===== src/hw/edge_fetch_pkg.sv =====
package edge_fetch_pkg;

	//////////////////////////////////////////////////
	// Widths and sizes
	//////////////////////////////////////////////////

	// Byte address into the edge array
	localparam int ADDR_W   = 32;
	localparam int VERTEX_W = 16;
	localparam int DEGREE_W = 16;

	// One edge is a 32-bit destination word
	localparam int EDGE_BYTES = 4;
	localparam int EDGE_W     = 32;

	// Memory line geometry
	localparam int LINE_BYTES     = 64;
	localparam int EDGES_PER_LINE = 16;
	localparam int SLOT_W         = 4;
	localparam int COUNT_W        = 5;

	// Output buffer
	localparam int FIFO_DEPTH = 32;
	localparam int LEVEL_W    = 6;

	//////////////////////////////////////////////////
	// Job, command and response records
	//////////////////////////////////////////////////

	typedef struct packed {
		logic [VERTEX_W-1:0] id;
		logic [DEGREE_W-1:0] edges_idx;
		logic [DEGREE_W-1:0] out_degree;
	} vertex_job_t;

	// Travels with a read and comes back with its data
	typedef struct packed {
		logic [VERTEX_W-1:0] src;
		logic [DEGREE_W-1:0] edge_base;
		logic [SLOT_W-1:0]   first_slot;
		logic [COUNT_W-1:0]  count;
	} read_tag_t;

	typedef struct packed {
		logic [ADDR_W-1:0] addr;
		read_tag_t         tag;
	} read_cmd_t;

	typedef struct packed {
		logic [LINE_BYTES*8-1:0] line;
		read_tag_t               tag;
	} read_resp_t;

	typedef struct packed {
		logic [DEGREE_W-1:0] id;
		logic [VERTEX_W-1:0] src;
		logic [EDGE_W-1:0]   dest;
	} edge_job_t;

	// Intake to planner, address already resolved
	typedef struct packed {
		logic [VERTEX_W-1:0] src;
		logic [ADDR_W-1:0]   addr;
		logic [DEGREE_W-1:0] out_degree;
	} vertex_work_t;

endpackage


===== src/hw/edge_job_fetch.sv =====
`timescale 1ns/1ps

module edge_job_fetch (
	input  logic                                clock,
	input  logic                                rstn,
	input  logic [edge_fetch_pkg::ADDR_W-1:0]   edge_array_base,
	input  logic                                vertex_valid,
	output logic                                vertex_ready,
	input  edge_fetch_pkg::vertex_job_t         vertex,
	output logic                                cmd_valid,
	input  logic                                cmd_ready,
	output edge_fetch_pkg::read_cmd_t           cmd,
	input  logic                                resp_valid,
	output logic                                resp_ready,
	input  edge_fetch_pkg::read_resp_t          resp,
	output logic                                edge_valid,
	input  logic                                edge_ready,
	output edge_fetch_pkg::edge_job_t           edge_job
);

	// Intake to planner
	logic                         work_valid;
	logic                         work_ready;
	edge_fetch_pkg::vertex_work_t work;

	// Unpacker to planner and FIFO
	logic                      unpack_done;
	logic                      push;
	edge_fetch_pkg::edge_job_t push_data;

	// FIFO occupancy back to the planner
	logic [edge_fetch_pkg::LEVEL_W-1:0] level;

	//////////////////////////////////////////////////
	// Input side
	//////////////////////////////////////////////////

	vertex_intake u_vertex_intake (
		.clock          (clock),
		.rstn           (rstn),
		.edge_array_base(edge_array_base),
		.vertex_valid   (vertex_valid),
		.vertex_ready   (vertex_ready),
		.vertex         (vertex),
		.work_valid     (work_valid),
		.work_ready     (work_ready),
		.work           (work)
	);

	//////////////////////////////////////////////////
	// Read planning and line unpacking
	//////////////////////////////////////////////////

	edge_read_planner u_edge_read_planner (
		.clock      (clock),
		.rstn       (rstn),
		.work_valid (work_valid),
		.work_ready (work_ready),
		.work       (work),
		.cmd_valid  (cmd_valid),
		.cmd_ready  (cmd_ready),
		.cmd        (cmd),
		.unpack_done(unpack_done),
		.level      (level)
	);

	edge_line_unpacker u_edge_line_unpacker (
		.clock      (clock),
		.rstn       (rstn),
		.resp_valid (resp_valid),
		.resp_ready (resp_ready),
		.resp       (resp),
		.push       (push),
		.push_data  (push_data),
		.unpack_done(unpack_done)
	);

	//////////////////////////////////////////////////
	// Output side
	//////////////////////////////////////////////////

	edge_job_fifo u_edge_job_fifo (
		.clock     (clock),
		.rstn      (rstn),
		.push      (push),
		.push_data (push_data),
		.edge_valid(edge_valid),
		.edge_ready(edge_ready),
		.edge_job  (edge_job),
		.level     (level)
	);

endmodule


===== src/hw/edge_job_fifo.sv =====
`timescale 1ns/1ps

module edge_job_fifo (
	input  logic                               clock,
	input  logic                               rstn,
	input  logic                               push,
	input  edge_fetch_pkg::edge_job_t          push_data,
	output logic                               edge_valid,
	input  logic                               edge_ready,
	output edge_fetch_pkg::edge_job_t          edge_job,
	output logic [edge_fetch_pkg::LEVEL_W-1:0] level
);

	edge_fetch_pkg::edge_job_t store [edge_fetch_pkg::FIFO_DEPTH];

	// Pointers wrap on their own, depth is a power of two
	logic [$clog2(edge_fetch_pkg::FIFO_DEPTH)-1:0] wr_ptr;
	logic [$clog2(edge_fetch_pkg::FIFO_DEPTH)-1:0] rd_ptr;
	logic                                          pop;

	assign edge_valid = (level != '0);
	assign pop        = edge_valid && edge_ready;
	assign edge_job   = store[rd_ptr];

	//////////////////////////////////////////////////
	// Pointers and occupancy
	//////////////////////////////////////////////////

	always_ff @(posedge clock or negedge rstn) begin
		if (!rstn) begin
			wr_ptr <= '0;
			rd_ptr <= '0;
			level  <= '0;
		end else begin
			if (push) begin
				wr_ptr <= wr_ptr + 1'b1;
			end
			if (pop) begin
				rd_ptr <= rd_ptr + 1'b1;
			end
			case ({push, pop})
				2'b10: level <= level + 1'b1;
				2'b01: level <= level - 1'b1;
				default: level <= level;
			endcase
		end
	end

	// Storage
	always_ff @(posedge clock) begin
		if (push) begin
			store[wr_ptr] <= push_data;
		end
	end

endmodule


===== src/hw/edge_line_unpacker.sv =====
`timescale 1ns/1ps

module edge_line_unpacker (
	input  logic                       clock,
	input  logic                       rstn,
	input  logic                       resp_valid,
	output logic                       resp_ready,
	input  edge_fetch_pkg::read_resp_t resp,
	output logic                       push,
	output edge_fetch_pkg::edge_job_t  push_data,
	output logic                       unpack_done
);

	logic                               busy;
	logic                               accept;
	logic                               last_push;
	logic [edge_fetch_pkg::SLOT_W-1:0]  slot;
	logic [edge_fetch_pkg::COUNT_W-1:0] pushed;

	// Line and tag of the read being unpacked
	edge_fetch_pkg::read_resp_t held_resp;

	//////////////////////////////////////////////////
	// Response intake
	//////////////////////////////////////////////////

	// Only one line in flight, so take data only when idle
	assign resp_ready = !busy;
	assign accept     = resp_valid && resp_ready;

	always_ff @(posedge clock) begin
		if (accept) begin
			held_resp <= resp;
		end
	end

	//////////////////////////////////////////////////
	// One edge per cycle
	//////////////////////////////////////////////////

	assign last_push = busy && (pushed == held_resp.tag.count - 1'b1);

	always_ff @(posedge clock or negedge rstn) begin
		if (!rstn) begin
			busy   <= 1'b0;
			slot   <= '0;
			pushed <= '0;
		end else if (accept) begin
			busy   <= 1'b1;
			slot   <= resp.tag.first_slot;
			pushed <= '0;
		end else if (busy) begin
			slot   <= slot + 1'b1;
			pushed <= pushed + 1'b1;
			if (last_push) begin
				busy <= 1'b0;
			end
		end
	end

	// Never stalled, the planner checked FIFO space before the read
	assign push        = busy;
	assign unpack_done = last_push;

	// Slot 0 sits in the low word of the line
	assign push_data.id   = held_resp.tag.edge_base + edge_fetch_pkg::DEGREE_W'(pushed);
	assign push_data.src  = held_resp.tag.src;
	assign push_data.dest = held_resp.line[slot*edge_fetch_pkg::EDGE_W +: edge_fetch_pkg::EDGE_W];

endmodule


===== src/hw/edge_read_planner.sv =====
`timescale 1ns/1ps

module edge_read_planner (
	input  logic                               clock,
	input  logic                               rstn,
	input  logic                               work_valid,
	output logic                               work_ready,
	input  edge_fetch_pkg::vertex_work_t       work,
	output logic                               cmd_valid,
	input  logic                               cmd_ready,
	output edge_fetch_pkg::read_cmd_t          cmd,
	input  logic                               unpack_done,
	input  logic [edge_fetch_pkg::LEVEL_W-1:0] level
);

	typedef enum logic [1:0] {
		PLAN_IDLE,
		PLAN_ISSUE,
		PLAN_WAIT,
		PLAN_FINISH
	} plan_state_t;

	plan_state_t state;
	plan_state_t state_next;

	// Per-vertex progress
	logic [edge_fetch_pkg::DEGREE_W-1:0] remaining;
	logic [edge_fetch_pkg::ADDR_W-1:0]   next_addr;
	logic [edge_fetch_pkg::DEGREE_W-1:0] next_edge;

	// Current read
	logic [edge_fetch_pkg::ADDR_W-1:0]  line_ofs;
	logic [edge_fetch_pkg::SLOT_W-1:0]  first_slot;
	logic [edge_fetch_pkg::COUNT_W-1:0] room;
	logic [edge_fetch_pkg::COUNT_W-1:0] take_count;

	logic space_ok;
	logic load_work;
	logic start_read;

	//////////////////////////////////////////////////
	// Address and count for the next read
	//////////////////////////////////////////////////

	assign line_ofs   = next_addr % edge_fetch_pkg::LINE_BYTES;
	assign first_slot = edge_fetch_pkg::SLOT_W'(line_ofs / edge_fetch_pkg::EDGE_BYTES);
	assign room       = edge_fetch_pkg::COUNT_W'(edge_fetch_pkg::EDGES_PER_LINE)
		- edge_fetch_pkg::COUNT_W'(first_slot);

	// Bounded by the line and by the vertex
	assign take_count = (remaining < edge_fetch_pkg::DEGREE_W'(room))
		? edge_fetch_pkg::COUNT_W'(remaining) : room;

	// A whole line must fit in the FIFO before the read goes out
	assign space_ok = ((edge_fetch_pkg::LEVEL_W+1)'(level)
		+ (edge_fetch_pkg::LEVEL_W+1)'(edge_fetch_pkg::EDGES_PER_LINE))
		<= (edge_fetch_pkg::LEVEL_W+1)'(edge_fetch_pkg::FIFO_DEPTH);

	assign load_work  = (state == PLAN_IDLE) && work_valid && (remaining == '0);
	assign start_read = (state == PLAN_IDLE) && work_valid && (remaining != '0) && space_ok;

	assign cmd_valid  = (state == PLAN_ISSUE);
	assign work_ready = (state == PLAN_FINISH);

	//////////////////////////////////////////////////
	// FSM
	//////////////////////////////////////////////////

	always_comb begin
		state_next = state;
		case (state)
			PLAN_IDLE: begin
				if (start_read) begin
					state_next = PLAN_ISSUE;
				end
			end
			PLAN_ISSUE: begin
				if (cmd_ready) begin
					state_next = PLAN_WAIT;
				end
			end
			PLAN_WAIT: begin
				if (unpack_done) begin
					state_next = (remaining == '0) ? PLAN_FINISH : PLAN_IDLE;
				end
			end
			default: begin
				state_next = PLAN_IDLE;
			end
		endcase
	end

	always_ff @(posedge clock or negedge rstn) begin
		if (!rstn) begin
			state     <= PLAN_IDLE;
			remaining <= '0;
		end else begin
			state <= state_next;
			if (load_work) begin
				remaining <= work.out_degree;
			end else if (start_read) begin
				remaining <= remaining - edge_fetch_pkg::DEGREE_W'(take_count);
			end
		end
	end

	// Command is built once and held until cmd_ready
	always_ff @(posedge clock) begin
		if (load_work) begin
			next_addr <= work.addr;
			next_edge <= '0;
		end else if (start_read) begin
			next_addr <= next_addr - line_ofs
				+ edge_fetch_pkg::ADDR_W'(edge_fetch_pkg::LINE_BYTES);
			next_edge <= next_edge + edge_fetch_pkg::DEGREE_W'(take_count);

			cmd.addr           <= next_addr - line_ofs;
			cmd.tag.src        <= work.src;
			cmd.tag.edge_base  <= next_edge;
			cmd.tag.first_slot <= first_slot;
			cmd.tag.count      <= take_count;
		end
	end

endmodule


===== src/hw/vertex_intake.sv =====
`timescale 1ns/1ps

module vertex_intake (
	input  logic                              clock,
	input  logic                              rstn,
	input  logic [edge_fetch_pkg::ADDR_W-1:0] edge_array_base,
	input  logic                              vertex_valid,
	output logic                              vertex_ready,
	input  edge_fetch_pkg::vertex_job_t       vertex,
	output logic                              work_valid,
	input  logic                              work_ready,
	output edge_fetch_pkg::vertex_work_t      work
);

	logic                         held;
	logic                         take;
	logic                         empty_job;
	logic                         retire;
	edge_fetch_pkg::vertex_work_t held_work;

	// One vertex at a time
	assign vertex_ready = !held;
	assign take         = vertex_valid && vertex_ready;

	// Out-degree 0 never reaches the planner
	assign empty_job  = (held_work.out_degree == '0);
	assign work_valid = held && !empty_job;
	assign work       = held_work;

	// Empty vertex leaves on its own, the rest on work_ready
	assign retire = held && (empty_job || work_ready);

	always_ff @(posedge clock or negedge rstn) begin
		if (!rstn) begin
			held <= 1'b0;
		end else if (take) begin
			held <= 1'b1;
		end else if (retire) begin
			held <= 1'b0;
		end
	end

	//////////////////////////////////////////////////
	// Byte address of the first edge
	//////////////////////////////////////////////////

	always_ff @(posedge clock) begin
		if (take) begin
			held_work.src        <= vertex.id;
			held_work.out_degree <= vertex.out_degree;
			held_work.addr       <= edge_array_base
				+ edge_fetch_pkg::ADDR_W'(vertex.edges_idx * edge_fetch_pkg::EDGE_BYTES);
		end
	end

endmodule


===== config.mk =====
export PLATFORM = sky130hd
export DESIGN_NAME = edge_job_fetch
export DESIGN_NICKNAME = d
export VERILOG_FILES = /design/src/hw/edge_fetch_pkg.sv /design/src/hw/edge_job_fetch.sv /design/src/hw/edge_job_fifo.sv /design/src/hw/edge_line_unpacker.sv /design/src/hw/edge_read_planner.sv /design/src/hw/vertex_intake.sv
export SDC_FILE = /design/constraint.sdc
export NUM_CORES = 2
export LEC_CHECK = 0
export BUFFER_PORTS_ARGS = -buffer_cell sky130_fd_sc_hd__buf_2
export CAP_MARGIN = 20
export CORE_MARGIN = 2
export CORE_UTILIZATION = 63
export DETAILED_ROUTE_END_ITERATION = 8
export HOLD_SLACK_MARGIN = 0.1
export PLACE_DENSITY = 0.85
export SYNTH_ARGS = -nofsm -noshare
export SYNTH_HDL_FRONTEND = slang
export SYNTH_SLANG_ARGS = --single-unit

===== constraint.sdc =====
create_clock -name clock -period 27.7 [get_ports clock]
set_input_delay 2.77 -clock clock [delete_from_list [all_inputs] [get_ports clock]]
set_output_delay 2.77 -clock clock [all_outputs]
set_load 0.05 [all_outputs]

==> results.tsv <==
metric	value	unit
crit-path max cell delay	1080	ps
Max Cap Violations	0	
WP data required	24930	ps
number of remaining DRC errors	0	
PD cells	125.2	mW/mm²
area grow syn2layout	14.68	%
Buffers on Ports	771	
total grt overflow	0	
final hold vios	0	
width of the die	419.9	µm
gpl congestion	0.9177	
GRT Total Usage	0.3789	
CTS tree	yes	
CTS Buf Count	284	
most used flip-flop cell after synthesis	edfxtp_1	
crit start category	flip-flop	
clock root buffer	clkbuf_16	
synthesized flop and latch total	2817	
Skew-Pair Late Insertion Delay	950	ps
Yosys top cell area share	0.7594	
CTS clk-pin slew, worst paths	70	ps
Worst Setup End Kind	output port	
crit path cell chain	buf_4 > buf_16 > buf_4 > mux4_2 > mux4_2 > mux2_2 > buf_2	
fillers	8937	
Synth area leaders	edfxtp_1 76%, mux4_2 17%, dfrtp_1 1.0%	
sequential area share after synthesis	0.7726	
HPWL Detailed	174900	µm
number of global-route vias before repair	59763	
total of warnings raised by yosys	0	
Crit path arrival time	5720	ps
Max VDD drop	0.1138	mV
Cell variety after synth	72	
minimum clock period	8488	ps
Slew Limit Headroom	0.1501	
Final setup viols	0	
top-level I/O count	780	
slew of the pin with the lowest slew margin	1272	ps
Post-CTS Setup Inserts	0	
global-route wire length before repair	456400	µm
worst path bufs/invs	4	
Num Clock Sinks	2817	
Highest Clock Rate	117.8	MHz
RSZ-0062 raised after global routing	false	
# rows	152	
Yosys top cell by area	edfxtp_1	
Mapped Area	0.1090	mm²
Final Max Slew Viols	0	
crit path max fanout	49	
Vias	59823	
commonest non-fill, non-tap cell in the layout	edfxtp_1	
post-CTS sizing	0	
fraction of registers with async set/reset	0.01597	
CTS Buffer Depth	4	
DR pass1 iterations	6	
share of cells above drive strength 1	0.3728	
Total Wirelength	336600	µm
Final Cycle Share	0.3064	
Post-Synthesis Cells	4732	
CP top delay family	buffers and inverters	
Die Footprint	0.1763	mm²
starting density of the core	0.6346	
EDFF count, synth	2756	
DR iter-0 viols	10185	
# hold bufs at CTS	0	
largest net degree at the start of global routing	170	
Layout Skew	74.38	ps
final cell count without fillers	8220	
core box area	0.1717	mm²
chip height	419.9	µm
Setup TNS	0	ps
Post-DRT Antenna Nets	0	
CP max stage cell	dfrtp_4	
final net count	6340	
WS Path Type	flip-flop to output port	
CTS H-tree depth	5	
DR vias/cell	7.278	
syn_area_per_cell	23.03	µm²
antenna violations before repair	90	
outcome	complete, no violations	
hold crit path type	flip-flop to flip-flop	
most frequent cells in the layout	2,756 x edfxtp_1, 800 x mux4_2, 771 x buf_2, 290 x clkbuf_16, 104 x nand2_1	
# placed instances	7664	
reported leakage power	40.86	nW
wire per inst	40.95	µm
-- synthesized netlist by cell type, drive strengths merged (10+ instances only) --
master / count
a21o: 17
a21oi: 46
and3: 14
buf: 68
clkbuf: 187
dfrtp: 45
dfxtp: 16
edfxtp: 2756
ha: 45
inv: 56
mux2: 67
mux2i: 10
mux4: 800
nand2: 104
nand2b: 14
nand3: 28
nand4: 15
nor2: 80
nor2b: 12
nor3: 29
nor3b: 24
nor4: 12
o21ai: 70
o311ai: 10
o31ai: 12
xnor2: 45
xor2: 33
-- final timing paths --
kind                                                   from                                 to  slack, ps  cells after the start
min in group asynchronous                              rstn          u_edge_job_fifo.wr_ptr[3]       2010                      2
max reg2reg                u_edge_read_planner.next_addr[2]  u_edge_read_planner.remaining[10]      22420                     20
min reg2reg                        u_vertex_intake.work[53]        u_edge_read_planner.cmd[30]        410                      0
min                                u_vertex_intake.work[53]        u_edge_read_planner.cmd[30]        410                      0
max                               u_edge_job_fifo.rd_ptr[0]                       edge_job[11]      19210                      7
max in group asynchronous                              rstn       u_edge_line_unpacker.slot[1]      25070                      2
-- per-stage QoR --
step	utilization	worst slack (ps)	area [µm²]	hold WS, ps	total power [W]
after floorplan	-	13010	109000	400.3	0.009958
after global placement	0.6748	19970	115900	401.5	0.01135
after detailed placement	0.6754	20000	116000	405.2	0.01163
after CTS	0.7251	18860	124500	415.5	0.01547
after global routing	0.7275	18890	124900	433.9	0.01595
final	0.7278	19210	125000	412.9	0.01565
-- cells by family after synthesis --
logic type | after synthesis | share of synthesized area
buf+inv | 311 | 0.01095
other cells | 1 | 0.00003441
flops | 2817 | 0.7726
mux | 877 | 0.1732
simple gates | 372 | 0.01724
compound gates | 223 | 0.01343
fa+ha+maj | 53 | 0.006280
xor+xnor | 78 | 0.006268
-- sequential cells by signal (all words and copies together), names as in the netlist, 4 cells and up --
register / flops
u_edge_read_planner.cmd: 67
u_edge_line_unpacker.pushed: 5
u_edge_read_planner.remaining: 16
u_edge_read_planner.next_edge: 16
u_edge_job_fifo.store: 2048
u_edge_read_planner.next_addr: 30
u_edge_line_unpacker.held_resp: 533
u_vertex_intake.work: 62
u_edge_job_fifo.wr_ptr: 5
u_edge_line_unpacker.push_data: 16
u_edge_job_fifo.level: 6
u_edge_line_unpacker.slot: 4
u_edge_job_fifo.rd_ptr: 5
-- worst reg2reg max path, cell delays in order, from the launching register on --
cell	delay (ps)
edfxtp_1	470
inv_1	110
ha_1	220
and2_1	310
inv_1	120
ha_1	200
nor3_1	180
nand4_1	360
a21oi_4	630
nand2_1	100
o21ai_0	190
ha_1	310
inv_1	60
ha_1	280
a211oi_1	230
a21oi_1	110
a21oi_1	230
a2111oi_0	110
a211oi_2	590
nand2_1	170
mux2i_1	210
-- cell type report --
cell class	count	area [µm²]	area share
Antenna cell	63	157.7	0.001261
Clock buffer	365	7577	0.06062
Clock inverter	116	959.7	0.007678
Inverter	56	217.7	0.001742
Multi-Input combinational cell	1609	23960	0.1917
Sequential cell	2817	84230	0.6739
Tap cell	2310	2890	0.02312
Timing Repair Buffer	884	4992	0.03994
-- per-layer routing --
metal | track usage | part of all wire
met5 | 0 | 0.00078
met4 | 0.2495 | 0.086
met3 | 0.09090 | 0.13
met2 | 0.5995 | 0.49
met1 | 0.4738 | 0.30
-- where the power goes --
group          leakage [nW]  internal [W]  switching, W  total [W]
logic                  11.1       0.00185       0.00350    0.00534
registers              25.6       0.00613      0.000452    0.00659
clock network          4.15       0.00207       0.00165    0.00372
Note: power is estimated with default switching activity, not from simulation.
